**config.mk**
```make
export PLATFORM = sky130hd
export DESIGN_NAME = armCore
export DESIGN_NICKNAME = d
export VERILOG_FILES = /design/src/armPkg.sv /design/src/armCore.sv /design/src/datapath.sv /design/src/hazardUnit.sv /design/src/controller.sv /design/src/alu.sv
export SDC_FILE = /design/constraint.sdc
export NUM_CORES = 2
export LEC_CHECK = 0
export BUFFER_PORTS_ARGS = -buffer_cell sky130_fd_sc_hd__buf_2
export CORE_MARGIN = 2
export CORE_UTILIZATION = 62
export DETAILED_ROUTE_END_ITERATION = 10
export GPL_ROUTABILITY_DRIVEN = 0
export HOLD_SLACK_MARGIN = 0.02
export PLACE_DENSITY_LB_ADDON = 0.1
export SLEW_MARGIN = 5
export SYNTH_ARGS = -nofsm -noshare
export SYNTH_HDL_FRONTEND = slang
export SYNTH_HIERARCHICAL = 1
export SYNTH_SLANG_ARGS = --single-unit
```
**constraint.sdc**
```tcl
create_clock -name clk -period 6.5 [get_ports clk]
set_input_delay 0 -clock clk [delete_from_list [all_inputs] [get_ports clk]]
set_output_delay 0 -clock clk [all_outputs]
set_load 0.01 [all_outputs]
```
**src/armPkg.sv**
```systemverilog
`default_nettype none

package armPkg;

  // ====================================================================
  // Instruction encodings
  // ====================================================================

  // Op field values, bits 27:26
  localparam logic [1:0] OP_DP  = 2'b00;
  localparam logic [1:0] OP_MEM = 2'b01;
  localparam logic [1:0] OP_BR  = 2'b10;

  // Data processing cmd field
  localparam logic [3:0] CMD_AND = 4'b0000;
  localparam logic [3:0] CMD_SUB = 4'b0010;
  localparam logic [3:0] CMD_ADD = 4'b0100;
  localparam logic [3:0] CMD_ORR = 4'b1100;

  // Condition codes
  localparam logic [3:0] EQ = 4'h0;
  localparam logic [3:0] NE = 4'h1;
  localparam logic [3:0] CS = 4'h2;
  localparam logic [3:0] CC = 4'h3;
  localparam logic [3:0] MI = 4'h4;
  localparam logic [3:0] PL = 4'h5;
  localparam logic [3:0] VS = 4'h6;
  localparam logic [3:0] VC = 4'h7;
  localparam logic [3:0] HI = 4'h8;
  localparam logic [3:0] LS = 4'h9;
  localparam logic [3:0] GE = 4'ha;
  localparam logic [3:0] LT = 4'hb;
  localparam logic [3:0] GT = 4'hc;
  localparam logic [3:0] LE = 4'hd;
  localparam logic [3:0] AL = 4'he;
  // Never executes, used for pipeline bubbles
  localparam logic [3:0] NV = 4'hf;

  // Bubble loaded into Decode on reset and flush
  localparam logic [31:0] NOP = 32'hf000_0000;

  // Data processing view
  typedef struct packed {
    logic [3:0] cond;
    logic [1:0] op;
    logic       immFlag;
    logic [3:0] cmd;
    logic       sBit;
    logic [3:0] rn;
    logic [3:0] rd;
    logic [3:0] rot;
    logic [7:0] imm8;   // Rm sits in the low nibble
  } dpFields;

  // Load/store view
  typedef struct packed {
    logic [3:0]  cond;
    logic [1:0]  op;
    logic        immFlag;
    logic        p, u, b, w, l;
    logic [3:0]  rn;
    logic [3:0]  rd;
    logic [11:0] imm12;
  } memFields;

  typedef union packed {
    dpFields  dp;
    memFields mem;
  } instrWord;

  // ====================================================================
  // Pipeline types
  // ====================================================================

  typedef enum logic [1:0] {ADD, SUB, AND, ORR} aluOp;

  typedef struct packed {
    logic n, z, c, v;
  } flagsT;

  typedef struct packed {
    logic       regWrite;
    logic       memWrite;
    logic       memToReg;
    logic       branch;
    logic       aluSrc;
    aluOp       aluCtrl;
    logic       flagWrite;
    logic       regSrc;     // Second read port takes Rd
    logic [3:0] cond;
  } ctrlT;

  typedef enum logic [1:0] {REGFILE, FROM_W, FROM_M} fwdSel;

endpackage

`default_nettype wire
```
**src/armCore.sv**
```systemverilog
`default_nettype none

module armCore import armPkg::*; (
  input  logic        clk,
  input  logic        reset,
  output logic [31:0] pc,
  input  logic [31:0] instr,
  output logic [31:0] memAddr,
  output logic [31:0] memWriteData,
  output logic        memWrite,
  input  logic [31:0] memReadData
);

  instrWord   instrD;
  flagsT      aluFlags;
  ctrlT       ctrlE, ctrlM, ctrlW;
  logic       pcSrcE;
  fwdSel      forwardAE, forwardBE;
  logic       stallF, stallD, flushD, flushE;
  logic [3:0] ra1D, ra2D, ra1E, ra2E, waE, waM, waW;

  // Store strobe from the Memory stage
  assign memWrite = ctrlM.memWrite;

  controller controller_i (
    .clk, .reset, .instrD, .aluFlags, .stallD, .flushE,
    .ctrlE, .ctrlM, .ctrlW, .pcSrcE
  );

  datapath datapath_i (
    .clk, .reset, .ctrlE, .ctrlM, .ctrlW, .pcSrcE,
    .stallF, .stallD, .flushD, .flushE, .forwardAE, .forwardBE,
    .pc, .instr, .instrD, .aluFlags,
    .memAddr, .memWriteData, .memReadData,
    .ra1D, .ra2D, .ra1E, .ra2E, .waE, .waM, .waW
  );

  // Control bits taken straight from the carried structs
  hazardUnit hazardUnit_i (
    .ra1D, .ra2D, .ra1E, .ra2E, .waE, .waM, .waW,
    .regWriteM (ctrlM.regWrite),
    .regWriteW (ctrlW.regWrite),
    .memToRegE (ctrlE.memToReg),
    .pcSrcE,
    .forwardAE, .forwardBE, .stallF, .stallD, .flushD, .flushE
  );

endmodule

`default_nettype wire

```
**src/datapath.sv**
```systemverilog
`default_nettype none

module datapath import armPkg::*; (
  input  logic        clk,
  input  logic        reset,
  input  ctrlT        ctrlE,
  input  ctrlT        ctrlM,
  input  ctrlT        ctrlW,
  input  logic        pcSrcE,
  input  logic        stallF,
  input  logic        stallD,
  input  logic        flushD,
  input  logic        flushE,
  input  fwdSel       forwardAE,
  input  fwdSel       forwardBE,
  output logic [31:0] pc,
  input  logic [31:0] instr,
  output instrWord    instrD,
  output flagsT       aluFlags,
  output logic [31:0] memAddr,
  output logic [31:0] memWriteData,
  input  logic [31:0] memReadData,
  output logic [3:0]  ra1D,
  output logic [3:0]  ra2D,
  output logic [3:0]  ra1E,
  output logic [3:0]  ra2E,
  output logic [3:0]  waE,
  output logic [3:0]  waM,
  output logic [3:0]  waW
);

  logic [31:0] pcPlus4, pcNext;
  logic [31:0] regFile [16];
  logic [31:0] rd1D, rd2D, extImmD;
  logic [3:0]  waD;
  logic [23:0] imm24D;
  logic        isMemD, isBranchD;
  logic [31:0] rd1E, rd2E, extImmE;
  logic [31:0] srcAE, srcBE, writeDataE, aluResultE;
  logic [31:0] aluOutM, writeDataM;
  logic [31:0] aluOutW, readDataW, resultW;

  // Rotate imm8 right by twice the rot field
  function automatic logic [31:0] rotImm(input logic [3:0] rot, input logic [7:0] imm8);
    logic [63:0] dbl;
    dbl    = {2{24'h0, imm8}} >> {rot, 1'b0};
    rotImm = dbl[31:0];
  endfunction

  // Operand bypass mux
  function automatic logic [31:0] bypass(input fwdSel sel, input logic [31:0] regVal);
    case (sel)
      FROM_M:  bypass = aluOutM;
      FROM_W:  bypass = resultW;
      default: bypass = regVal;
    endcase
  endfunction

  // ====================================================================
  // Fetch
  // ====================================================================
  assign pcPlus4 = pc + 32'd4;
  assign pcNext  = pcSrcE ? aluResultE : pcPlus4;

  always_ff @(posedge clk) begin
    if (reset) begin
      pc <= 32'h0;
    end else if (!stallF) begin
      pc <= pcNext;
    end
  end

  // ====================================================================
  // Decode
  // ====================================================================
  always_ff @(posedge clk) begin
    if (reset || flushD) begin
      instrD <= NOP;
    end else if (!stallD) begin
      instrD <= instr;
    end
  end

  assign isMemD    = (instrD.dp.op == OP_MEM);
  assign isBranchD = (instrD.dp.op == OP_BR);

  // Branches read R15, stores read Rd as data
  assign ra1D = isBranchD ? 4'hf : instrD.dp.rn;
  assign ra2D = isMemD ? instrD.mem.rd : instrD.dp.imm8[3:0];
  assign waD  = instrD.dp.rd;

  // Written mid-cycle so Decode sees the Writeback value
  always_ff @(negedge clk) begin
    if (ctrlW.regWrite) begin
      regFile[waW] <= resultW;
    end
  end

  // pc already points two words past Decode
  assign rd1D = (ra1D == 4'hf) ? pcPlus4 : regFile[ra1D];
  assign rd2D = (ra2D == 4'hf) ? pcPlus4 : regFile[ra2D];

  // Immediate by instruction class
  assign imm24D = {instrD.mem.rn, instrD.mem.rd, instrD.mem.imm12};
  always_comb begin
    case (instrD.dp.op)
      OP_MEM:  extImmD = {20'h0, instrD.mem.imm12};
      OP_BR:   extImmD = {{6{imm24D[23]}}, imm24D, 2'b00};
      default: extImmD = rotImm(instrD.dp.rot, instrD.dp.imm8);
    endcase
  end

  // ====================================================================
  // Execute
  // ====================================================================
  always_ff @(posedge clk) begin
    rd1E    <= rd1D;
    rd2E    <= rd2D;
    extImmE <= extImmD;
  end

  always_ff @(posedge clk) begin
    if (reset || flushE) begin
      ra1E <= 4'h0;
      ra2E <= 4'h0;
      waE  <= 4'h0;
    end else begin
      ra1E <= ra1D;
      ra2E <= ra2D;
      waE  <= waD;
    end
  end

  assign srcAE      = bypass(forwardAE, rd1E);
  assign writeDataE = bypass(forwardBE, rd2E);
  assign srcBE      = ctrlE.aluSrc ? extImmE : writeDataE;

  alu aluE (
    .a      (srcAE),
    .b      (srcBE),
    .op     (ctrlE.aluCtrl),
    .result (aluResultE),
    .flags  (aluFlags)
  );

  // ====================================================================
  // Memory
  // ====================================================================
  always_ff @(posedge clk) begin
    aluOutM    <= aluResultE;
    writeDataM <= writeDataE;
    waM        <= waE;
  end

  assign memAddr      = aluOutM;
  assign memWriteData = writeDataM;

  // ====================================================================
  // Writeback
  // ====================================================================
  always_ff @(posedge clk) begin
    aluOutW <= aluOutM;
    waW     <= waM;
    // Load data captured only for loads
    if (ctrlM.memToReg) begin
      readDataW <= memReadData;
    end
  end

  assign resultW = ctrlW.memToReg ? readDataW : aluOutW;

endmodule

`default_nettype wire

```
**src/hazardUnit.sv**
```systemverilog
`default_nettype none

module hazardUnit import armPkg::*; (
  input  logic [3:0] ra1D,
  input  logic [3:0] ra2D,
  input  logic [3:0] ra1E,
  input  logic [3:0] ra2E,
  input  logic [3:0] waE,
  input  logic [3:0] waM,
  input  logic [3:0] waW,
  input  logic       regWriteM,
  input  logic       regWriteW,
  input  logic       memToRegE,
  input  logic       pcSrcE,
  output fwdSel      forwardAE,
  output fwdSel      forwardBE,
  output logic       stallF,
  output logic       stallD,
  output logic       flushD,
  output logic       flushE
);

  logic ldStall;

  // Memory result is newer, so it wins over Writeback
  function automatic fwdSel pickSource(input logic [3:0] ra);
    if (regWriteM && (waM == ra)) begin
      pickSource = FROM_M;
    end else if (regWriteW && (waW == ra)) begin
      pickSource = FROM_W;
    end else begin
      pickSource = REGFILE;
    end
  endfunction

  assign forwardAE = pickSource(ra1E);
  assign forwardBE = pickSource(ra2E);

  // Load in Execute feeding the instruction in Decode
  assign ldStall = memToRegE && ((waE == ra1D) || (waE == ra2D));

  assign stallF = ldStall;
  assign stallD = ldStall;
  // Taken branch kills the two younger instructions
  assign flushD = pcSrcE;
  assign flushE = ldStall | pcSrcE;

endmodule

`default_nettype wire

```
**src/controller.sv**
```systemverilog
`default_nettype none

module controller import armPkg::*; (
  input  logic     clk,
  input  logic     reset,
  input  instrWord instrD,
  input  flagsT    aluFlags,
  input  logic     stallD,
  input  logic     flushE,
  output ctrlT     ctrlE,
  output ctrlT     ctrlM,
  output ctrlT     ctrlW,
  output logic     pcSrcE
);

  ctrlT  ctrlD;
  ctrlT  ctrlGatedE;
  flagsT flags;
  logic  condExE;

  // Condition field against stored NZCV
  function automatic logic condHolds(input logic [3:0] cond, input flagsT f);
    case (cond)
      EQ:      condHolds = f.z;
      NE:      condHolds = ~f.z;
      CS:      condHolds = f.c;
      CC:      condHolds = ~f.c;
      MI:      condHolds = f.n;
      PL:      condHolds = ~f.n;
      VS:      condHolds = f.v;
      VC:      condHolds = ~f.v;
      HI:      condHolds = f.c & ~f.z;
      LS:      condHolds = ~f.c | f.z;
      GE:      condHolds = (f.n == f.v);
      LT:      condHolds = (f.n != f.v);
      GT:      condHolds = ~f.z & (f.n == f.v);
      LE:      condHolds = f.z | (f.n != f.v);
      AL:      condHolds = 1'b1;
      default: condHolds = 1'b0;
    endcase
  endfunction

  // ====================================================================
  // Decode
  // ====================================================================
  always_comb begin
    ctrlD      = '0;
    ctrlD.cond = instrD.dp.cond;
    // NV words decode to a bubble
    if (instrD.dp.cond != NV) begin
      case (instrD.dp.op)
        OP_DP: begin
          ctrlD.regWrite  = 1'b1;
          ctrlD.aluSrc    = instrD.dp.immFlag;
          ctrlD.flagWrite = instrD.dp.sBit;
          case (instrD.dp.cmd)
            CMD_SUB: ctrlD.aluCtrl = SUB;
            CMD_AND: ctrlD.aluCtrl = AND;
            CMD_ORR: ctrlD.aluCtrl = ORR;
            default: ctrlD.aluCtrl = ADD;
          endcase
        end
        OP_MEM: begin
          // Address is Rn plus imm12
          ctrlD.regWrite = instrD.mem.l;
          ctrlD.memWrite = ~instrD.mem.l;
          ctrlD.memToReg = instrD.mem.l;
          ctrlD.aluSrc   = 1'b1;
          ctrlD.aluCtrl  = ADD;
          ctrlD.regSrc   = 1'b1;
        end
        OP_BR: begin
          // Target is R15 plus offset
          ctrlD.branch  = 1'b1;
          ctrlD.aluSrc  = 1'b1;
          ctrlD.aluCtrl = ADD;
        end
        default: ctrlD = '0;
      endcase
    end
  end

  // ====================================================================
  // Execute
  // ====================================================================
  // Stalled Decode sends a bubble down
  always_ff @(posedge clk) begin
    if (reset || flushE || stallD) begin
      ctrlE <= '0;
    end else begin
      ctrlE <= ctrlD;
    end
  end

  assign condExE = condHolds(ctrlE.cond, flags);

  // Side effects only when the condition passes
  always_comb begin
    ctrlGatedE           = ctrlE;
    ctrlGatedE.regWrite  = ctrlE.regWrite & condExE;
    ctrlGatedE.memWrite  = ctrlE.memWrite & condExE;
    ctrlGatedE.flagWrite = ctrlE.flagWrite & condExE;
    ctrlGatedE.branch    = ctrlE.branch & condExE;
  end

  assign pcSrcE = ctrlGatedE.branch;

  // Flags visible to the next instruction in Execute
  always_ff @(posedge clk) begin
    if (reset) begin
      flags <= '0;
    end else if (ctrlGatedE.flagWrite) begin
      flags <= aluFlags;
    end
  end

  // ====================================================================
  // Memory and Writeback
  // ====================================================================
  always_ff @(posedge clk) begin
    if (reset) begin
      ctrlM <= '0;
      ctrlW <= '0;
    end else begin
      ctrlM <= ctrlGatedE;
      ctrlW <= ctrlM;
    end
  end

endmodule

`default_nettype wire

```
**src/alu.sv**
```systemverilog
`default_nettype none

module alu import armPkg::*; (
  input  logic [31:0] a,
  input  logic [31:0] b,
  input  aluOp        op,
  output logic [31:0] result,
  output flagsT       flags
);

  logic [31:0] bMod;
  logic [32:0] sum;
  logic        isSub;
  logic        isArith;

  assign isSub   = (op == SUB);
  assign isArith = (op == ADD) || isSub;

  // Subtract as a plus inverted b plus one
  assign bMod = isSub ? ~b : b;
  assign sum  = {1'b0, a} + {1'b0, bMod} + {32'h0, isSub};

  always_comb begin
    case (op)
      AND:     result = a & b;
      ORR:     result = a | b;
      default: result = sum[31:0];
    endcase
  end

  // N and Z for every op
  assign flags.n = result[31];
  assign flags.z = (result == 32'h0);
  // Carry out, which for SUB means no borrow
  assign flags.c = isArith & sum[32];
  // Overflow when same-sign inputs give a result of the other sign
  assign flags.v = isArith & (a[31] == bMod[31]) & (sum[31] != a[31]);

endmodule

`default_nettype wire

```
Word level (Yosys, flattened, before mapping)
Memories as Yosys holds them, arrays and structs flattened.
Index checks and enable logic that the tools add are counted.
W data, S select, Z words.
{ "op_classes": {"shift": 1, "bitwise_logic": 23, "mux": 25, "addsub": 3, "n_eq_ne": 38, "n_reduce_logical": 20} }
{ "ops": {"columns": ["op", "count"], "rows": [
  ["$pmux W32 S2", 4],
  ["$mux W32", 6],
  ["$eq A4 B4 Y1 const B", 10],
  ["$shr A40 B5 Y32", 1],
  ["$add A32 B32 Y33", 1],
  ["$add A33 B1 Y33", 1],
  ["$add A32 B3 Y32 const B", 1],
  ["$and A32 B32 Y32", 1],
  ["$logic_not A32 Y1", 1],
  ["$not A32 Y32", 1],
  ["$or A32 B32 Y32", 1],
  ["$eq A4 B4 Y1", 6],
  ["$eq A4 B3 Y1 const B", 4],
  ["$mux W4", 4],
  ["$pmux W1 S15", 1],
  ["$eq A4 B2 Y1 const B", 3],
  ["$eq A2 B2 Y1 const B", 5],
  ["$and A1 B1 Y1", 9],
  ["$reduce_or A3 Y1", 3],
  ["$eq A2 B1 Y1 const B", 4],
  ["$logic_not A4 Y1", 2],
  ["$not A1 Y1", 8],
  ["$pmux W2 S3", 1],
  ["$pmux W3 S2", 1],
  ["other kinds (12)", 31]
]} }
{ "totals": {"out_inout_bits": 97, "mem_bits_rw": 512, "mem_count": 1, "ff_bits": 329, "word_cells": 142} }
{ "mem_list": {"columns": ["memory", "words", "width", "read_ports", "rd_clocked_by_memory_dff", "wr", "line", "text"], "rows": [
  ["datapath_i.regFile", 16, 32, 2, 0, 1, "datapath.sv:33", "logic [31:0] regFile [16];"]
]} }

Longest topological paths before layout
{ "depth": {"word_depth": 13, "ltp_mapped": 27} }

Modules after synthesis
The synthesis kept the hierarchy.
{ "by_module_without_submodules": {"columns": ["mod", "area_per_inst_um2", "seq_area_each_um2", "cells_per_inst", "n_inst"], "rows": [
  ["datapath", 34750.8, 21080.2, 2947, 1],
  ["alu", 3093.0, 0.0, 450, 1],
  ["controller", 1657.8, 860.8, 159, 1],
  ["hazardUnit", 332.8, 0.0, 40, 1]
]} }

==> results.md <==
* RSZ-0062 raised after global routing: true
* Standard-cell rows at 92
* Net count, final at 4279
* Layout Cells excl Fill at 5092
* Vias per cell at 6.83
* # DRC at 0
* Placed cell areas at 41000 sq um
* Max_slew headroom at 0.138
* Total CTS buffers at 87
* Iter 0 DRT Violations at 5958
* Die Span Y at 256 um
* HP Start: memReadData[17]
* First-pass GRT wire length at 208000 um
* Status: finished, final reports clean
* Die X at 256 um
* Final wirelength at 143000 um
* Dpl hpwl at 88800 um
* CTS tree: built
* Synthesis-to-finish area growth at 18.4%
* Die ar. at 65300 sq um
* R2R Path Start: datapath_i/waM[3]$_DFF_P_
* Worst vdd ir at 0.000223 V
* CORE AREA at 62900 sq um
* Pwr dens at 363 nW/um^2
* Synthesized Nets at 3660
* Mapped Cells at 3547
* Vias in the first global route at 34900
* Starting Density at 0.624
* Largest net degree at the start of global routing at 96
* Worst Reg-to-Reg Cells at 23
* Initial antenna violation count at 10
* Clk pin slew, worst setup/hold paths at 0.06 ns
* Tightest Pin Transition at 1.28 ns
* Min-Delay Path Class: input port to flip-flop
* Hold Path Stages at 2
* Final min period at 6.30 ns
* CTS H-tree depth at 3
* Final Cycle Share at 0.970
* Clock skew at 0.0543 ns
* Worst Hold End: datapath_i/readDataW[17]$_DFFE_PP_
* Worst Setup Path Type: flip-flop to flip-flop
* Clock tree buffer depth at 3
* Slowest CP cell: or4b_1
* Routed wire per std cell at 28.0 um
* Syn Std Cell Area at 39200 sq um
* Congestion Overflow GR at 0
* Clock Latency Late Sink at 0.69 ns
* Worst r2r dst: controller_i/flags[2]$_SDFFE_PP0P_
* Via Count at 34800
* Final setup vio count at 0
* Highest cell delay on the worst timing path at 0.55 ns
* Fin. Hold Viols at 0
* Mean Syn Cell Area at 11.1 sq um
* Total track usage at 0.425
* Worst EP required at 7.08 ns
* Worst hold slack at 0.0681 ns
* Num Clock Sinks at 815
* Maxcap violations at 0
* Max Slew Vio Count at 0
* Leak Pwr at 18.5 nW
* Final antenna-violating net count at 0
* Number of synthesis warnings at 6
* Layout cells sized above 1 at 0.156
* CP startpoint kind: flip-flop
* Setup Buffers After CTS at 0
* Number of port buffers at 162
* Setup TNS at 0 ns
* Critical Path Sink Type: flip-flop
* Max FO, Critical Path at 28
* Highest clock rate at 159 MHz
* TritonRoute pass-1 iters at 9
* Worst EP arrival at 6.88 ns
* Root buf cell: clkbuf_16
* Placed cell count at 4373
* Internal reg-to-reg setup slack at 0.20 ns
* # IOs at 163
* Cell area after layout at 46500 sq um
* Critical-path cell list: xor2_1, nor4_4, nor2_1, ha_1, buf_6, a22oi_1, o21ai_1, mux2_2, xnor2_1, ha_1, a21oi_1, o21ai_1, o31a_1, or3_1, a311oi_1, nand4_1, a2111oi_2, o2111ai_1, or4_1, or4b_1, nor4_2, nand2_1, mux2i_1
[timing repair]
item,CTS,global route
hold buffers,65,0
setup endpoints to repair,0,3
endpoints found under the hold margin,91,0
resized for setup,0,11
[worst max-delay path, delay by kind of cell, from the launching register on]
family / cells / cell delay (ns)
and+or+nand+nor: 8 / 2.43
AOI/OAI and AO/OA: 8 / 1.84
adders and majority gates: 2 / 0.62
muxes: 2 / 0.43
xor gates and xnor gates: 2 / 0.38
DFF: 1 / 0.34
buffers and inverters: 1 / 0.22
[state kept, by name, indices dropped and copies added, names as in the netlist]
register                 count
datapath_i/regFile         486
datapath_i/aluOutW          32
datapath_i/extImmE          32
datapath_i/instrD           32
datapath_i/memAddr          32
datapath_i/memWriteData     32
datapath_i/pc               32
datapath_i/rd1E             32
datapath_i/rd2E             32
datapath_i/readDataW        32
controller_i/ctrlE          12
controller_i/flags           4
datapath_i/ra1E              4
datapath_i/ra2E              4
datapath_i/waE               4
datapath_i/waM               4
datapath_i/waW               4
controller_i/ctrlM           3
controller_i/ctrlW           2
[worst max path at each step]
stage                              startpoint                            endpoint  depth (start not counted)
CTS                 datapath_i/waW[2]$_DFF_P_  controller_i/flags[2]$_SDFFE_PP0P_                         24
global route        datapath_i/waM[1]$_DFF_P_  controller_i/flags[2]$_SDFFE_PP0P_                         24
finish              datapath_i/waM[3]$_DFF_P_  controller_i/flags[2]$_SDFFE_PP0P_                         23
detailed placement  datapath_i/waW[2]$_DFF_P_  controller_i/flags[2]$_SDFFE_PP0P_                         24
global placement    datapath_i/waW[2]$_DFF_P_  controller_i/flags[2]$_SDFFE_PP0P_                         24
floorplan           datapath_i/waW[2]$_DFF_P_  datapath_i/regFile[8][0]$_DFFE_NP_                          2
[placed cells by master, fill, tap and decap left out, types with 47 or more instances in the layout]
master and n:
a21oi_1 123, a22oi_1 123, a31oi_1 77, and3_1 47, buf_2 162, buf_4 75, clkbuf_16 94, dfxtp_1 291
dlygate4sd3_1 65, edfxtp_1 518, inv_1 528, mux2_2 119, mux2i_1 131, mux4_2 63, nand2_1 560, nand3_1 128
nor2_1 158, o21ai_0 152, o21ai_1 53, xnor2_1 76
[metal layers]
layer,track usage,wire length [um],up-vias
met5,0,23,-
met4,0.270,8930,4
met3,0.147,21300,639
met2,0.647,63700,3050
met1,0.519,48700,16600
li1,-,-,14500
[where the power goes]
part | internal [W] | switching, W
logic | 0.00113 | 0.00259
registers | 0.00638 | 0.000371
clock network | 0.00344 | 0.00297
total | 0.0109 | 0.00593
[final cells by class]
| cell class | count | area (sq um) |
|---|---|---|
| Fill cell | 4254 | 16400 |
| Sequential cell | 815 | 21500 |
| Timing Repair Buffer | 311 | 2190 |
| Clock inverter | 546 | 2400 |
| Clock buffer | 103 | 2400 |
| Inverter | 42 | 163 |
| Multi-Input combinational cell | 2423 | 16700 |
| Tap cell | 846 | 1060 |
| Antenna cell | 6 | 15.0 |
[through the flow]
step	util	total power (W)	setup WS (ns)
after floorplan	-	0.00919	0.0117
after global placement	0.652	0.0106	0.370
after detailed placement	0.652	0.0107	0.158
after CTS	0.738	0.0166	0.0904
after global routing	0.739	0.0174	-0.0924
final	0.739	0.0169	0.196
Note: power is estimated with default switching activity, not from simulation.
